## src/source/ttc_macros.svh

```systemverilog
`ifndef TTC_MACROS_SVH
`define TTC_MACROS_SVH

// ------------------------------------------------------------------------
// Datapath widths
// ------------------------------------------------------------------------
`define TTC_CNT_WIDTH    8   // Counter, interval and match width
`define TTC_NUM_TIMERS   3   // Timers in the block
`define TTC_INTR_WIDTH   6   // Interrupt status and enable width
`define TTC_PDATA_WIDTH  32  // APB data bus

// ------------------------------------------------------------------------
// APB address layout
// ------------------------------------------------------------------------
`define TTC_PADDR_WIDTH  8
`define TTC_REG_LSB      2   // Word offset within a timer
`define TTC_REG_MSB      4
`define TTC_TMR_LSB      5   // Timer slot
`define TTC_TMR_MSB      6

`endif

```

## src/source/ttc_pkg.sv

```systemverilog
`include "ttc_macros.svh"

package ttc_pkg;

  // Word offsets inside one timer's register window
  typedef enum logic [2:0]
  {
    CNTR_CTRL   = 3'd0,
    INTERVAL    = 3'd1,
    MATCH1      = 3'd2,
    MATCH2      = 3'd3,
    MATCH3      = 3'd4,
    COUNTER     = 3'd5,
    INTR_STATUS = 3'd6,  // Clear on read
    INTR_EN     = 3'd7
  } ttc_reg_e;

  // Counter-sized value
  typedef logic [`TTC_CNT_WIDTH-1:0] ttc_cnt_t;

  // Stored part of the control register, restart is not kept
  typedef struct packed
  {
    logic interval_mode;  // Bit 1
    logic enable;         // Bit 0
  } ttc_cnt_ctrl_t;

endpackage

```

## src/source/ttc_reg_if.sv

```systemverilog
`include "ttc_macros.svh"

interface ttc_reg_if;

  // Decoder to timer
  ttc_pkg::ttc_cnt_t wdata;               // Write data, low byte of pwdata
  logic              ctrl_sel;            // Control write strobe
  logic              interval_sel;        // Interval write strobe
  logic [3:1]        match_sel;           // One-hot match write strobes
  logic              intr_en_sel;         // Interrupt enable write strobe
  logic              clear_interrupt;     // Status read, clears sticky bits

  // Timer to decoder, read-back values
  ttc_pkg::ttc_cnt_ctrl_t           cnt_ctrl;
  ttc_pkg::ttc_cnt_t                interval_value;
  logic [3:1][`TTC_CNT_WIDTH-1:0]   match_value;
  ttc_pkg::ttc_cnt_t                counter_value;
  logic [`TTC_INTR_WIDTH-1:0]       interrupt_reg;  // Sticky status
  logic [`TTC_INTR_WIDTH-1:0]       interrupt_en;

  modport decoder (
    output wdata, ctrl_sel, interval_sel, match_sel, intr_en_sel, clear_interrupt,
    input  cnt_ctrl, interval_value, match_value, counter_value,
    input  interrupt_reg, interrupt_en
  );

  modport timer (
    input  wdata, ctrl_sel, interval_sel, match_sel, intr_en_sel, clear_interrupt,
    output cnt_ctrl, interval_value, match_value, counter_value,
    output interrupt_reg, interrupt_en
  );

endinterface
```

## src/source/ttc_apb_regs.sv

```systemverilog
`include "ttc_macros.svh"

module ttc_apb_regs (
  input  logic                          pclk9,
  input  logic                          n_p_reset9,
  input  logic                          psel,
  input  logic                          penable,
  input  logic                          pwrite,
  input  logic [`TTC_PADDR_WIDTH-1:0]   paddr,
  input  logic [`TTC_PDATA_WIDTH-1:0]   pwdata,
  output logic [`TTC_PDATA_WIDTH-1:0]   prdata,
  ttc_reg_if.decoder                    regs [`TTC_NUM_TIMERS]
);

  localparam int TMR_BITS = `TTC_TMR_MSB - `TTC_TMR_LSB + 1;

  // --------------------------------------------------------------------------
  // Address split and access phase qualifiers
  // --------------------------------------------------------------------------
  logic [TMR_BITS-1:0]  tmr_idx;        // Addressed timer slot
  ttc_pkg::ttc_reg_e    reg_off;        // Addressed word in that slot
  logic                 wr_acc;         // Write in access phase
  logic                 rd_acc;         // Read in access phase
  logic [`TTC_NUM_TIMERS-1:0][`TTC_PDATA_WIDTH-1:0] rd_all;  // Per-timer read words

  assign tmr_idx = paddr[`TTC_TMR_MSB:`TTC_TMR_LSB];
  assign reg_off = ttc_pkg::ttc_reg_e'(paddr[`TTC_REG_MSB:`TTC_REG_LSB]);
  assign wr_acc  = psel & penable & pwrite;
  assign rd_acc  = psel & penable & ~pwrite;

  // --------------------------------------------------------------------------
  // Per-timer strobes and read words
  // --------------------------------------------------------------------------
  for (genvar t = 0; t < `TTC_NUM_TIMERS; t++)
  begin : g_tmr
    logic                         hit;      // This slot addressed
    logic [`TTC_PDATA_WIDTH-1:0]  rd_word;

    assign hit = (tmr_idx == TMR_BITS'(t));

    assign regs[t].wdata        = pwdata[`TTC_CNT_WIDTH-1:0];
    assign regs[t].ctrl_sel     = wr_acc & hit & (reg_off == ttc_pkg::CNTR_CTRL);
    assign regs[t].interval_sel = wr_acc & hit & (reg_off == ttc_pkg::INTERVAL);
    assign regs[t].match_sel[1] = wr_acc & hit & (reg_off == ttc_pkg::MATCH1);
    assign regs[t].match_sel[2] = wr_acc & hit & (reg_off == ttc_pkg::MATCH2);
    assign regs[t].match_sel[3] = wr_acc & hit & (reg_off == ttc_pkg::MATCH3);
    assign regs[t].intr_en_sel  = wr_acc & hit & (reg_off == ttc_pkg::INTR_EN);
    // Status clears on its read, not on a write
    assign regs[t].clear_interrupt = rd_acc & hit & (reg_off == ttc_pkg::INTR_STATUS);

    // Zero-extended read-back, restart bit reads 0
    always_comb
    begin
      rd_word = '0;
      case (reg_off)
        ttc_pkg::CNTR_CTRL:   rd_word[1:0] = regs[t].cnt_ctrl;
        ttc_pkg::INTERVAL:    rd_word[`TTC_CNT_WIDTH-1:0] = regs[t].interval_value;
        ttc_pkg::MATCH1:      rd_word[`TTC_CNT_WIDTH-1:0] = regs[t].match_value[1];
        ttc_pkg::MATCH2:      rd_word[`TTC_CNT_WIDTH-1:0] = regs[t].match_value[2];
        ttc_pkg::MATCH3:      rd_word[`TTC_CNT_WIDTH-1:0] = regs[t].match_value[3];
        ttc_pkg::COUNTER:     rd_word[`TTC_CNT_WIDTH-1:0] = regs[t].counter_value;
        ttc_pkg::INTR_STATUS: rd_word[`TTC_INTR_WIDTH-1:0] = regs[t].interrupt_reg;
        ttc_pkg::INTR_EN:     rd_word[`TTC_INTR_WIDTH-1:0] = regs[t].interrupt_en;
        default:              rd_word = '0;
      endcase
    end

    assign rd_all[t] = rd_word;
  end

  // --------------------------------------------------------------------------
  // Read mux, empty slot reads zero
  // --------------------------------------------------------------------------
  always_comb
  begin
    prdata = '0;
    for (int t = 0; t < `TTC_NUM_TIMERS; t++)
    begin
      if (tmr_idx == TMR_BITS'(t))
        prdata = rd_all[t];
    end
  end

  // Access phase only follows a setup phase of the same transfer
  a_apb_setup_before_access: assert property (
    @(posedge pclk9) disable iff (!n_p_reset9)
    $rose(penable) |-> (psel && $past(psel))
  );

endmodule

```

## src/source/ttc_counter_lite.sv

```systemverilog
`include "ttc_macros.svh"

module ttc_counter_lite (
  input  logic       pclk9,
  input  logic       n_p_reset9,
  ttc_reg_if.timer   bus,
  output logic       interval_intr,   // Interval reached, one cycle
  output logic [3:1] match_intr,      // Match comparators, one cycle each
  output logic       overflow_intr    // Free-running wrap, one cycle
);

  // --------------------------------------------------------------------------
  // Registers
  // --------------------------------------------------------------------------
  ttc_pkg::ttc_cnt_ctrl_t          cnt_ctrl;
  logic [`TTC_CNT_WIDTH-1:0]       interval_reg;
  logic [3:1][`TTC_CNT_WIDTH-1:0]  match_reg;
  logic [`TTC_CNT_WIDTH-1:0]       count;

  logic restart;      // Write-only bit 2 of control
  logic at_interval;  // Counter at or past interval
  logic at_wrap;      // Free-running counter about to wrap

  assign restart     = bus.ctrl_sel & bus.wdata[2];
  assign at_interval = cnt_ctrl.interval_mode & (count >= interval_reg);
  assign at_wrap     = ~cnt_ctrl.interval_mode & (count == '1);

  // Control, interval and match registers
  always_ff @(posedge pclk9 or negedge n_p_reset9)
  begin
    if (!n_p_reset9)
    begin
      cnt_ctrl     <= '0;
      interval_reg <= '0;
      match_reg    <= '0;
    end
    else
    begin
      if (bus.ctrl_sel)
        cnt_ctrl <= ttc_pkg::ttc_cnt_ctrl_t'(bus.wdata[1:0]);  // Bits 1:0 stored
      if (bus.interval_sel)
        interval_reg <= bus.wdata;
      for (int i = 1; i <= 3; i++)
      begin
        if (bus.match_sel[i])
          match_reg[i] <= bus.wdata;
      end
    end
  end

  // --------------------------------------------------------------------------
  // Counter
  // --------------------------------------------------------------------------
  always_ff @(posedge pclk9 or negedge n_p_reset9)
  begin
    if (!n_p_reset9)
      count <= '0;
    else if (restart)
      count <= '0;                        // Restart wins over counting
    else if (cnt_ctrl.enable)
    begin
      if (at_interval)
        count <= '0;
      else
        count <= count + 1'b1;            // Wraps naturally in free mode
    end
  end

  // Registered event pulses
  always_ff @(posedge pclk9 or negedge n_p_reset9)
  begin
    if (!n_p_reset9)
    begin
      interval_intr <= 1'b0;
      overflow_intr <= 1'b0;
      match_intr    <= '0;
    end
    else
    begin
      interval_intr <= cnt_ctrl.enable & ~restart & at_interval;
      overflow_intr <= cnt_ctrl.enable & ~restart & at_wrap;
      for (int i = 1; i <= 3; i++)
        match_intr[i] <= cnt_ctrl.enable & (count == match_reg[i]);  // Moving counter only
    end
  end

  // Read-back
  assign bus.cnt_ctrl       = cnt_ctrl;
  assign bus.interval_value = interval_reg;
  assign bus.match_value    = match_reg;
  assign bus.counter_value  = count;

  // Once settled in interval mode, the counter stays within the interval
  a_interval_bound: assert property (
    @(posedge pclk9) disable iff (!n_p_reset9)
    ($past(cnt_ctrl.enable && cnt_ctrl.interval_mode) && cnt_ctrl.interval_mode &&
     $stable(interval_reg)) |-> (count <= interval_reg)
  );

endmodule

```

## src/source/ttc_interrupt_lite.sv

```systemverilog
`include "ttc_macros.svh"

module ttc_interrupt_lite (
  input  logic       pclk9,
  input  logic       n_p_reset9,
  ttc_reg_if.timer   bus,             // Interrupt fields only
  input  logic       interval_intr,
  input  logic [3:1] match_intr,
  input  logic       overflow_intr,
  output logic       interrupt
);

  logic [`TTC_INTR_WIDTH-1:0] intr_detect;       // Raw events, bit 5 reserved
  logic [`TTC_INTR_WIDTH-1:0] int_sync_reg;      // Previous events for edge detect
  logic [`TTC_INTR_WIDTH-1:0] int_cycle_reg;     // Rising edges, one cycle
  logic [`TTC_INTR_WIDTH-1:0] interrupt_reg;     // Sticky masked status
  logic [`TTC_INTR_WIDTH-1:0] interrupt_en_reg;
  logic                       interrupt_set;     // Capture last cycle, blocks clear

  assign intr_detect = {1'b0, overflow_intr, match_intr[3], match_intr[2],
                        match_intr[1], interval_intr};

  // --------------------------------------------------------------------------
  // Edge capture and sticky status
  // --------------------------------------------------------------------------
  always_ff @(posedge pclk9 or negedge n_p_reset9)
  begin
    if (!n_p_reset9)
    begin
      int_sync_reg  <= '0;
      int_cycle_reg <= '0;
      interrupt_reg <= '0;
      interrupt_set <= 1'b0;
    end
    else
    begin
      int_sync_reg  <= intr_detect;
      int_cycle_reg <= intr_detect & ~int_sync_reg;   // Rising edges
      interrupt_set <= |int_cycle_reg;
      // Fresh captures survive a clear in the same cycle
      if (bus.clear_interrupt && !interrupt_set)
        interrupt_reg <= int_cycle_reg & interrupt_en_reg;
      else
        interrupt_reg <= interrupt_reg | (int_cycle_reg & interrupt_en_reg);
    end
  end

  // Enable register, reserved bit held at 0
  always_ff @(posedge pclk9 or negedge n_p_reset9)
  begin
    if (!n_p_reset9)
      interrupt_en_reg <= '0;
    else if (bus.intr_en_sel)
      interrupt_en_reg <= {1'b0, bus.wdata[`TTC_INTR_WIDTH-2:0]};
  end

  assign interrupt         = |interrupt_reg;
  assign bus.interrupt_reg = interrupt_reg;
  assign bus.interrupt_en  = interrupt_en_reg;

  // Enabled rising edge lands in status two edges later even across a clear
  for (genvar i = 0; i < `TTC_INTR_WIDTH-1; i++)
  begin : g_capture_chk
    a_edge_sets_status: assert property (
      @(posedge pclk9) disable iff (!n_p_reset9)
      ($past(intr_detect[i], 2) && !$past(intr_detect[i], 3) &&
       $past(interrupt_en_reg[i])) |-> interrupt_reg[i]
    );
  end

endmodule

```

## src/source/ttc_lite_top.sv

```systemverilog
`include "ttc_macros.svh"

module ttc_lite_top (
  input  logic                          pclk9,
  input  logic                          n_p_reset9,
  input  logic                          psel,
  input  logic                          penable,
  input  logic                          pwrite,
  input  logic [`TTC_PADDR_WIDTH-1:0]   paddr,
  input  logic [`TTC_PDATA_WIDTH-1:0]   pwdata,
  output logic [`TTC_PDATA_WIDTH-1:0]   prdata,
  output logic [`TTC_NUM_TIMERS-1:0]    interrupt   // One line per timer
);

  // Register bus, one per timer
  ttc_reg_if regs [`TTC_NUM_TIMERS] ();

  ttc_apb_regs u_apb_regs (
    .pclk9      (pclk9),
    .n_p_reset9 (n_p_reset9),
    .psel       (psel),
    .penable    (penable),
    .pwrite     (pwrite),
    .paddr      (paddr),
    .pwdata     (pwdata),
    .prdata     (prdata),
    .regs       (regs)
  );

  // --------------------------------------------------------------------------
  // Timers and their interrupt blocks
  // --------------------------------------------------------------------------
  for (genvar t = 0; t < `TTC_NUM_TIMERS; t++)
  begin : g_timer
    logic       interval_intr;
    logic [3:1] match_intr;
    logic       overflow_intr;

    ttc_counter_lite u_counter (
      .pclk9         (pclk9),
      .n_p_reset9    (n_p_reset9),
      .bus           (regs[t]),
      .interval_intr (interval_intr),
      .match_intr    (match_intr),
      .overflow_intr (overflow_intr)
    );

    ttc_interrupt_lite u_interrupt (
      .pclk9         (pclk9),
      .n_p_reset9    (n_p_reset9),
      .bus           (regs[t]),
      .interval_intr (interval_intr),
      .match_intr    (match_intr),
      .overflow_intr (overflow_intr),
      .interrupt     (interrupt[t])
    );
  end

endmodule

```

## config.mk

```make
export PLATFORM = sky130hd
export DESIGN_NAME = ttc_lite_top
export DESIGN_NICKNAME = d
export VERILOG_FILES = /design/src/source/ttc_pkg.sv /design/src/source/ttc_reg_if.sv /design/src/source/ttc_apb_regs.sv /design/src/source/ttc_counter_lite.sv /design/src/source/ttc_interrupt_lite.sv /design/src/source/ttc_lite_top.sv
export VERILOG_INCLUDE_DIRS = /design/src /design/src/source
export SDC_FILE = /design/constraint.sdc
export NUM_CORES = 1
export LEC_CHECK = 0
export ABC_CLOCK_PERIOD_IN_PS = 4400
export BUFFER_PORTS_ARGS = -buffer_cell sky130_fd_sc_hd__buf_4
export CELL_PAD_IN_SITES_DETAIL_PLACEMENT = 0
export CELL_PAD_IN_SITES_GLOBAL_PLACEMENT = 1
export CORE_MARGIN = 5
export CORE_UTILIZATION = 28
export DETAILED_ROUTE_END_ITERATION = 8
export PLACE_DENSITY_LB_ADDON = 0.1
export RECOVER_POWER = 50
export SYNTH_ARGS = -nofsm -noshare
export SYNTH_HDL_FRONTEND = slang
export SYNTH_SLANG_ARGS = --single-unit
```

## constraint.sdc

```tcl
create_clock -name pclk9 -period 4.4 [get_ports pclk9]
set_input_delay 0.88 -clock pclk9 [delete_from_list [all_inputs] [get_ports pclk9]]
set_output_delay 0.88 -clock pclk9 [all_outputs]
set_load 0.03 [all_outputs]
```

==> results of run 1 <==
final cells by class:
cell class / instances / area [um2]
clock buffers: 38 / 767
clock inverters: 9 / 81.3
fillers: 4047 / 27000
inverters: 29 / 109
multi-input cells: 676 / 5420
flip-flops and latches: 204 / 5100
well taps: 525 / 657
repair buffers: 53 / 433
cells in the final DEF, fill, tap and decap left out, types with 21 or more instances in the layout:
master,count
dfrtp_1,204
mux2_2,121
buf_4,49
xnor2_1,37
nand2_1,37
xor2_1,35
o21ai_0,31
nand3_1,29
inv_1,27
ha_1,27
clkbuf_16,27
mux2i_1,26
a22o_1,24
conb_1,24
nor2b_1,23
nor2_1,23
and3_1,22
a21oi_1,21
worst max-delay path: stages:
cell and delay (ns):
buf_4 0.39, nor2b_4 0.52, a22oi_1 0.19, o21ai_0 0.35, a22oi_1 0.14, a2111oi_1 0.29, buf_4 0.19, buf_4 0.15
how the worst min path moves through the flow:
stage | endpoint | slack (ns) | cells after the start
finish | g_timer[0].u_interrupt.int_sync_reg[2] | 0.36 | 0
CTS | g_timer[0].u_interrupt.int_sync_reg[2] | 0.37 | 0
global route | g_timer[0].u_interrupt.int_sync_reg[2] | 0.37 | 0
floorplan | g_timer[0].u_interrupt.int_sync_reg[0] | 0.35 | 0
global placement | g_timer[2].u_interrupt.int_sync_reg[2] | 0.35 | 0
detailed placement | g_timer[0].u_interrupt.int_sync_reg[2] | 0.35 | 0
layer usage:
layer / routed length [um] / global-route usage / vias up
met1: 17000 / 0.233 / 3837
met5: 0 / 0 / -
met4: 830 / 0.0455 / 0
met2: 16400 / 0.254 / 106
li1: - / - / 3511
met3: 1200 / 0.0209 / 39
power by group through the flow:
stage          combinational [W]  sequential [W]  clock, W
6_report                0.000974         0.00228   0.00212
5_1_grt                  0.00109         0.00231   0.00227
4_1_cts                 0.000993         0.00228   0.00220
3_5_place_dp            0.000986         0.00231         0
3_3_place_gp            0.000988         0.00231         0
2_1_floorplan           0.000786         0.00216         0
metrics by stage:
step	setup WS (ns)	area (um2)	power [W]	std cells
finish	0.394	12600	0.00537	1534
global route	0.299	12600	0.00567	1534
CTS	0.454	12600	0.00547	1534
detailed placement	0.472	11700	0.00330	1487
global placement	0.451	11700	0.00330	1487
floorplan	0.677	11200	0.00295	1008
kinds of logic (layout without fill, tap and decap cells):
logic type	count (synthesis)	after routing	synth area share
buffers and inverters	128	129	0.0611
muxes	156	156	0.160
AOI/OAI and AO/OA	178	178	0.115
xor gates and xnor gates	72	72	0.0567
other	1	24	0.000337
DFF	204	204	0.459
adders and majority gates	27	27	0.0304
and+or+nand+nor	219	219	0.117
==> out/qor.yml, run 1 <==
run:
  maxCapViolations: 1
global_routing:
  grt_pass1_vias: 7808
  grt_max_degree: 103
  grt_use_total: 0.161
  grt_overflow: 0
  grt_pass1_wl_um: 53500
  antenna_found_initial: 0
worst_hold_path:
  worstHoldPathType: "reg -> reg"
  hp-start: "g_timer[0].u_counter.match_intr[2]"
sta:
  fin_crit_sh: 0.910
  slew_viol_final: 101
  fmax_ghz: 0.250
  grt_setup_unrepaired: "false"
  hold_ws_ns: 0.363
  setup_tns_ns: 0
  hold_viol_final: 0
  fin_skew_ns: 0.0172
  tightestPinTransition_ns: 2.93
  slew_headroom: -0.955
  finalSetupViolCount: 0
  period_needed_ns: 4.01
setup_path:
  ff2ff_path_depth: 7
  crit_end: "prdata[7]"
  critPathMaxFanout: 27
  rr_endpoint: "g_timer[2].u_counter.bus.counter_value[3]"
  r2r_slack_ns: 2.07
  cp-startpoint: "paddr[4]"
  worstPathRequired_ns: 3.52
  crit_type: "in -> out"
  crit_arrival_ns: 3.13
  cp-end-kind: "primary output"
  worstSetupStartpointType: "primary input"
  r2r_start: "g_timer[2].u_counter.bus.counter_value[0]"
finish:
  drive_gt1_frac: 0.251
  fin_util: 0.318
  antennaDiodeCount: 0
  syn2layout_area_growth_pct: 13.1
  num-nets-final: 1063
  largest_reg_flops: 72
cts:
  ctsHoldBuffers: 0
  cts_setup_buffers: 0
  cts_made_buffers: 27
  clkLatencyLatePin_ns: 0.55
  cts_resized: 0
  cts.sinks: 204
  path_clk_slew_ns: 0.05
  htreeDepth: 1
  cts_buffer_depth: 3
  cts_tree: "built"
  ctsRootBufferMaster: "clkbuf_16"
placed_design:
  hpwlAfterDp_um: 24100
  place.gp.congestion: 0.755
  port_buffers: 28
logic_synthesis:
  ys_types: 65
  synth_edf_count: 0
  synth_top_area_cell: "dfrtp_1"
  synth_most_common_cell: "dfrtp_1"
  ys.flop_type: "dfrtp_1"
  ys_warn_count: 0
  netlist_area_um2: 11100
  async_flop_share: 1.00
  ys_seq_area_frac: 0.459
  synth_top_area_frac: 0.459
  ys_ff_latch: 204
  synthCells: 985
  synth_common_cells: "204 x dfrtp_1, 121 x mux2_2, 45 x clkbuf_1, 37 x nand2_1, 37 x xnor2_1"
  synth_area_per_cell_um2: 11.3
  ys_top_cells_by_area: "dfrtp_1 46%, mux2_2 12%, ha_1 3.0%, xnor2_1 2.9%, xor2_1 2.8%"
power_and_ir_drop:
  irDropWorstVdd_mv: 0.234
  pwr-share-clk: 0.394
  switching_share: 0.305
  p_sw_w: 0.00164
  intPower_w: 0.00374
  p_leak_nw: 5.88
  power_per_cell_area_nw_per_um2: 428
  p_seq_frac: 0.424
  p_comb_frac: 0.181
floorplan:
  rows: 73
  io_pins: 80
  die_area_um2: 43800
  core_um2: 39500
  start_util: 0.281
  fp.dieW_um: 209
  die_h_um: 209
run_status:
  violations: "capacitance limit, slew limit"
  status: "complete, but fails checks"
drt:
  wirelength_um: 35400
  num_vias: 7493
  drt_iter0_drc: 424
  first_pass_iters: 4
  via_per_inst: 4.88
  ant_nets: 0
  wl_per_cell_um: 23.1
  drc: 0
Power figures use the tool's default switching activity.
==> run 2, diff against run 1 <==
--- a/config.mk
+++ b/config.mk
@@ -8,12 +8,10 @@
 export LEC_CHECK = 0
 export ABC_CLOCK_PERIOD_IN_PS = 4400
 export BUFFER_PORTS_ARGS = -buffer_cell sky130_fd_sc_hd__buf_4
-export CELL_PAD_IN_SITES_DETAIL_PLACEMENT = 0
-export CELL_PAD_IN_SITES_GLOBAL_PLACEMENT = 1
 export CORE_MARGIN = 5
 export CORE_UTILIZATION = 28
+export CTS_CLUSTER_SIZE = 25
 export DETAILED_ROUTE_END_ITERATION = 8
-export PLACE_DENSITY_LB_ADDON = 0.1
 export RECOVER_POWER = 50
 export SYNTH_ARGS = -nofsm -noshare
 export SYNTH_HDL_FRONTEND = slang
==> run 2 against run 1 <==
The flow still finishes with violations (capacitance limit, slew limit). Non-clock buffer count down 10. Sequential share of layout area up 0.29 points. Register-to-register slack better by 0.08 ns. First-iteration DRC count up 38%. Sequential power about the same. Fmax up 1.1%. Via count up 2.5%. Die area unchanged. Clock skew up 0.0042 ns. Clock-buffer cell count down 8. Critical path type unchanged. Largest cell class unchanged.
==> out/qor.yml, run 2 (same netlist as run 1, synthesis figures left out) <==
finish:
  syn2layout_area_growth_pct: 12.3
  num-nets-final: 1051
  layout_commonest_cell: "dfrtp_1"
  antennaDiodeCount: 0
  final.fill_count: 3951
  seq_area_um2: 5100
  mostFrequentLayoutCells: "204 x dfrtp_1, 121 x mux2_2, 40 x buf_4"
  largest_reg_flops: 72
  drive_gt1_frac: 0.247
  multiInputGateArea_um2: 5420
cts:
  path_clk_slew_ns: 0.06
  cts_tree: "built"
  clkLatencyLatePin_ns: 0.54
  ctsRootBufferMaster: "clkbuf_16"
  cts_made_buffers: 25
  ctsHoldBuffers: 0
  htreeDepth: 1
  cts_buffer_depth: 3
  cts_resized: 0
  cts_setup_buffers: 0
  cts.sinks: 204
setup_path:
  cp-end-kind: "primary output"
  worstSetupStartpointType: "primary input"
  crit_arrival_ns: 3.08
  critPathMaxFanout: 24
  worstPathRequired_ns: 3.52
  crit_type: "in -> out"
drt:
  drc: 0
  ant_nets: 0
  num_vias: 7678
  via_per_inst: 5.04
  wirelength_um: 30000
  wl_per_cell_um: 19.7
  first_pass_iters: 5
  drt_iter0_drc: 584
floorplan:
  core_um2: 39500
  fp.dieW_um: 209
  die_h_um: 209
  die_area_um2: 43800
  io_pins: 80
  start_util: 0.281
  rows: 73
sta:
  slew_viol_final: 95
  period_needed_ns: 3.96
  hold_viol_final: 0
  worst_slack_ns: 0.439
  fmax_ghz: 0.252
  tightestPinTransition_ns: 2.44
  grt_setup_unrepaired: "false"
  setup_tns_ns: 0
  fin_crit_sh: 0.900
  finalSetupViolCount: 0
  slew_headroom: -0.626
  fin_skew_ns: 0.0214
placed_design:
  hpwlAfterDp_um: 20300
  place.gp.congestion: 0.850
  port_buffers: 28
  pre_cts_ws_ns: 0.554
global_routing:
  grt_use_total: 0.134
  grt_overflow: 0
  antenna_found_initial: 0
  grt_max_degree: 95
  grt_pass1_wl_um: 47000
  grt_pass1_vias: 7607
run_status:
  status: "complete, but fails checks"
  violations: "capacitance limit, slew limit"
power_and_ir_drop:
  p_leak_nw: 5.82
  irDropWorstVdd_mv: 0.232
  power_per_cell_area_nw_per_um2: 428
worst_hold_path:
  worstHoldPathType: "reg -> reg"
run:
  maxCapViolations: 1
run 2: changes by cell type in the layout (fill, tap and decap cells not counted), sizes merged:
cell    change
buf        -11
bufinv      +2
clkbuf      -7
clkinv      +3
inv         +1
run 2: worst max-delay path: stages:
cell and delay (ns):
buf_4 0.33, nor2b_4 0.52, a221o_1 0.28, a221oi_2 0.09, a2bb2oi_1 0.18, a211oi_1 0.51, buf_4 0.26
run 2: layer usage:
| metal | vias up | wire (um) | GRT usage |
|---|---|---|---|
| li1 | 3509 | - | - |
| met2 | 218 | 13600 | 0.207 |
| met4 | 0 | 796 | 0.0367 |
| met1 | 3898 | 13800 | 0.194 |
| met3 | 53 | 1730 | 0.0254 |
| met5 | - | 0 | 0 |
run 2: metrics by stage:
stage	area (um2)	power, W	hold slack (ns)	utilization	instances
CTS	12500	0.00538	0.369	0.316	1522
global placement	11600	0.00321	0.353	0.294	1477
floorplan	11200	0.00295	0.347	-	1008
finish	12500	0.00534	0.364	0.316	1522
detailed placement	11600	0.00323	0.355	0.294	1477
global route	12500	0.00559	0.379	0.316	1522
run 2: power breakdown:
group	total [W]	switching, W	internal (W)	leakage, nW
clock network	0.00214	0.000852	0.00129	0.419
registers	0.00230	0.000262	0.00204	2.77
logic	0.000896	0.000481	0.000416	2.64
run 2: final timing paths:
| kind | from | end | slack (ns) | depth (start not counted) |
|---|---|---|---|---|
| hold / removal | g_timer[0].u_counter.overflow_intr | g_timer[0].u_interrupt.int_sync_reg[4] | 0.36 | 0 |
| setup reg to reg | g_timer[2].u_counter.bus.counter_value[0] | g_timer[2].u_counter.bus.counter_value[3] | 2.15 | 7 |
| hold reg to reg | g_timer[0].u_counter.overflow_intr | g_timer[0].u_interrupt.int_sync_reg[4] | 0.36 | 0 |
| max in group asynchronous | n_p_reset9 | g_timer[2].u_counter.bus.interval_value[6] | 0.95 | 2 |
| min in group asynchronous | n_p_reset9 | g_timer[0].u_interrupt.int_sync_reg[4] | 1.08 | 1 |
| setup / recovery | paddr[4] | prdata[2] | 0.44 | 7 |
run 2: area by class of cell:
type / count / area share
Sequential cell: 204 / 0.409
Clock inverter: 15 / 0.0140
Multi-Input combinational cell: 676 / 0.434
Clock buffer: 30 / 0.0548
Timing Repair Buffer: 43 / 0.0267
Inverter: 29 / 0.00872
Tap cell: 525 / 0.0526
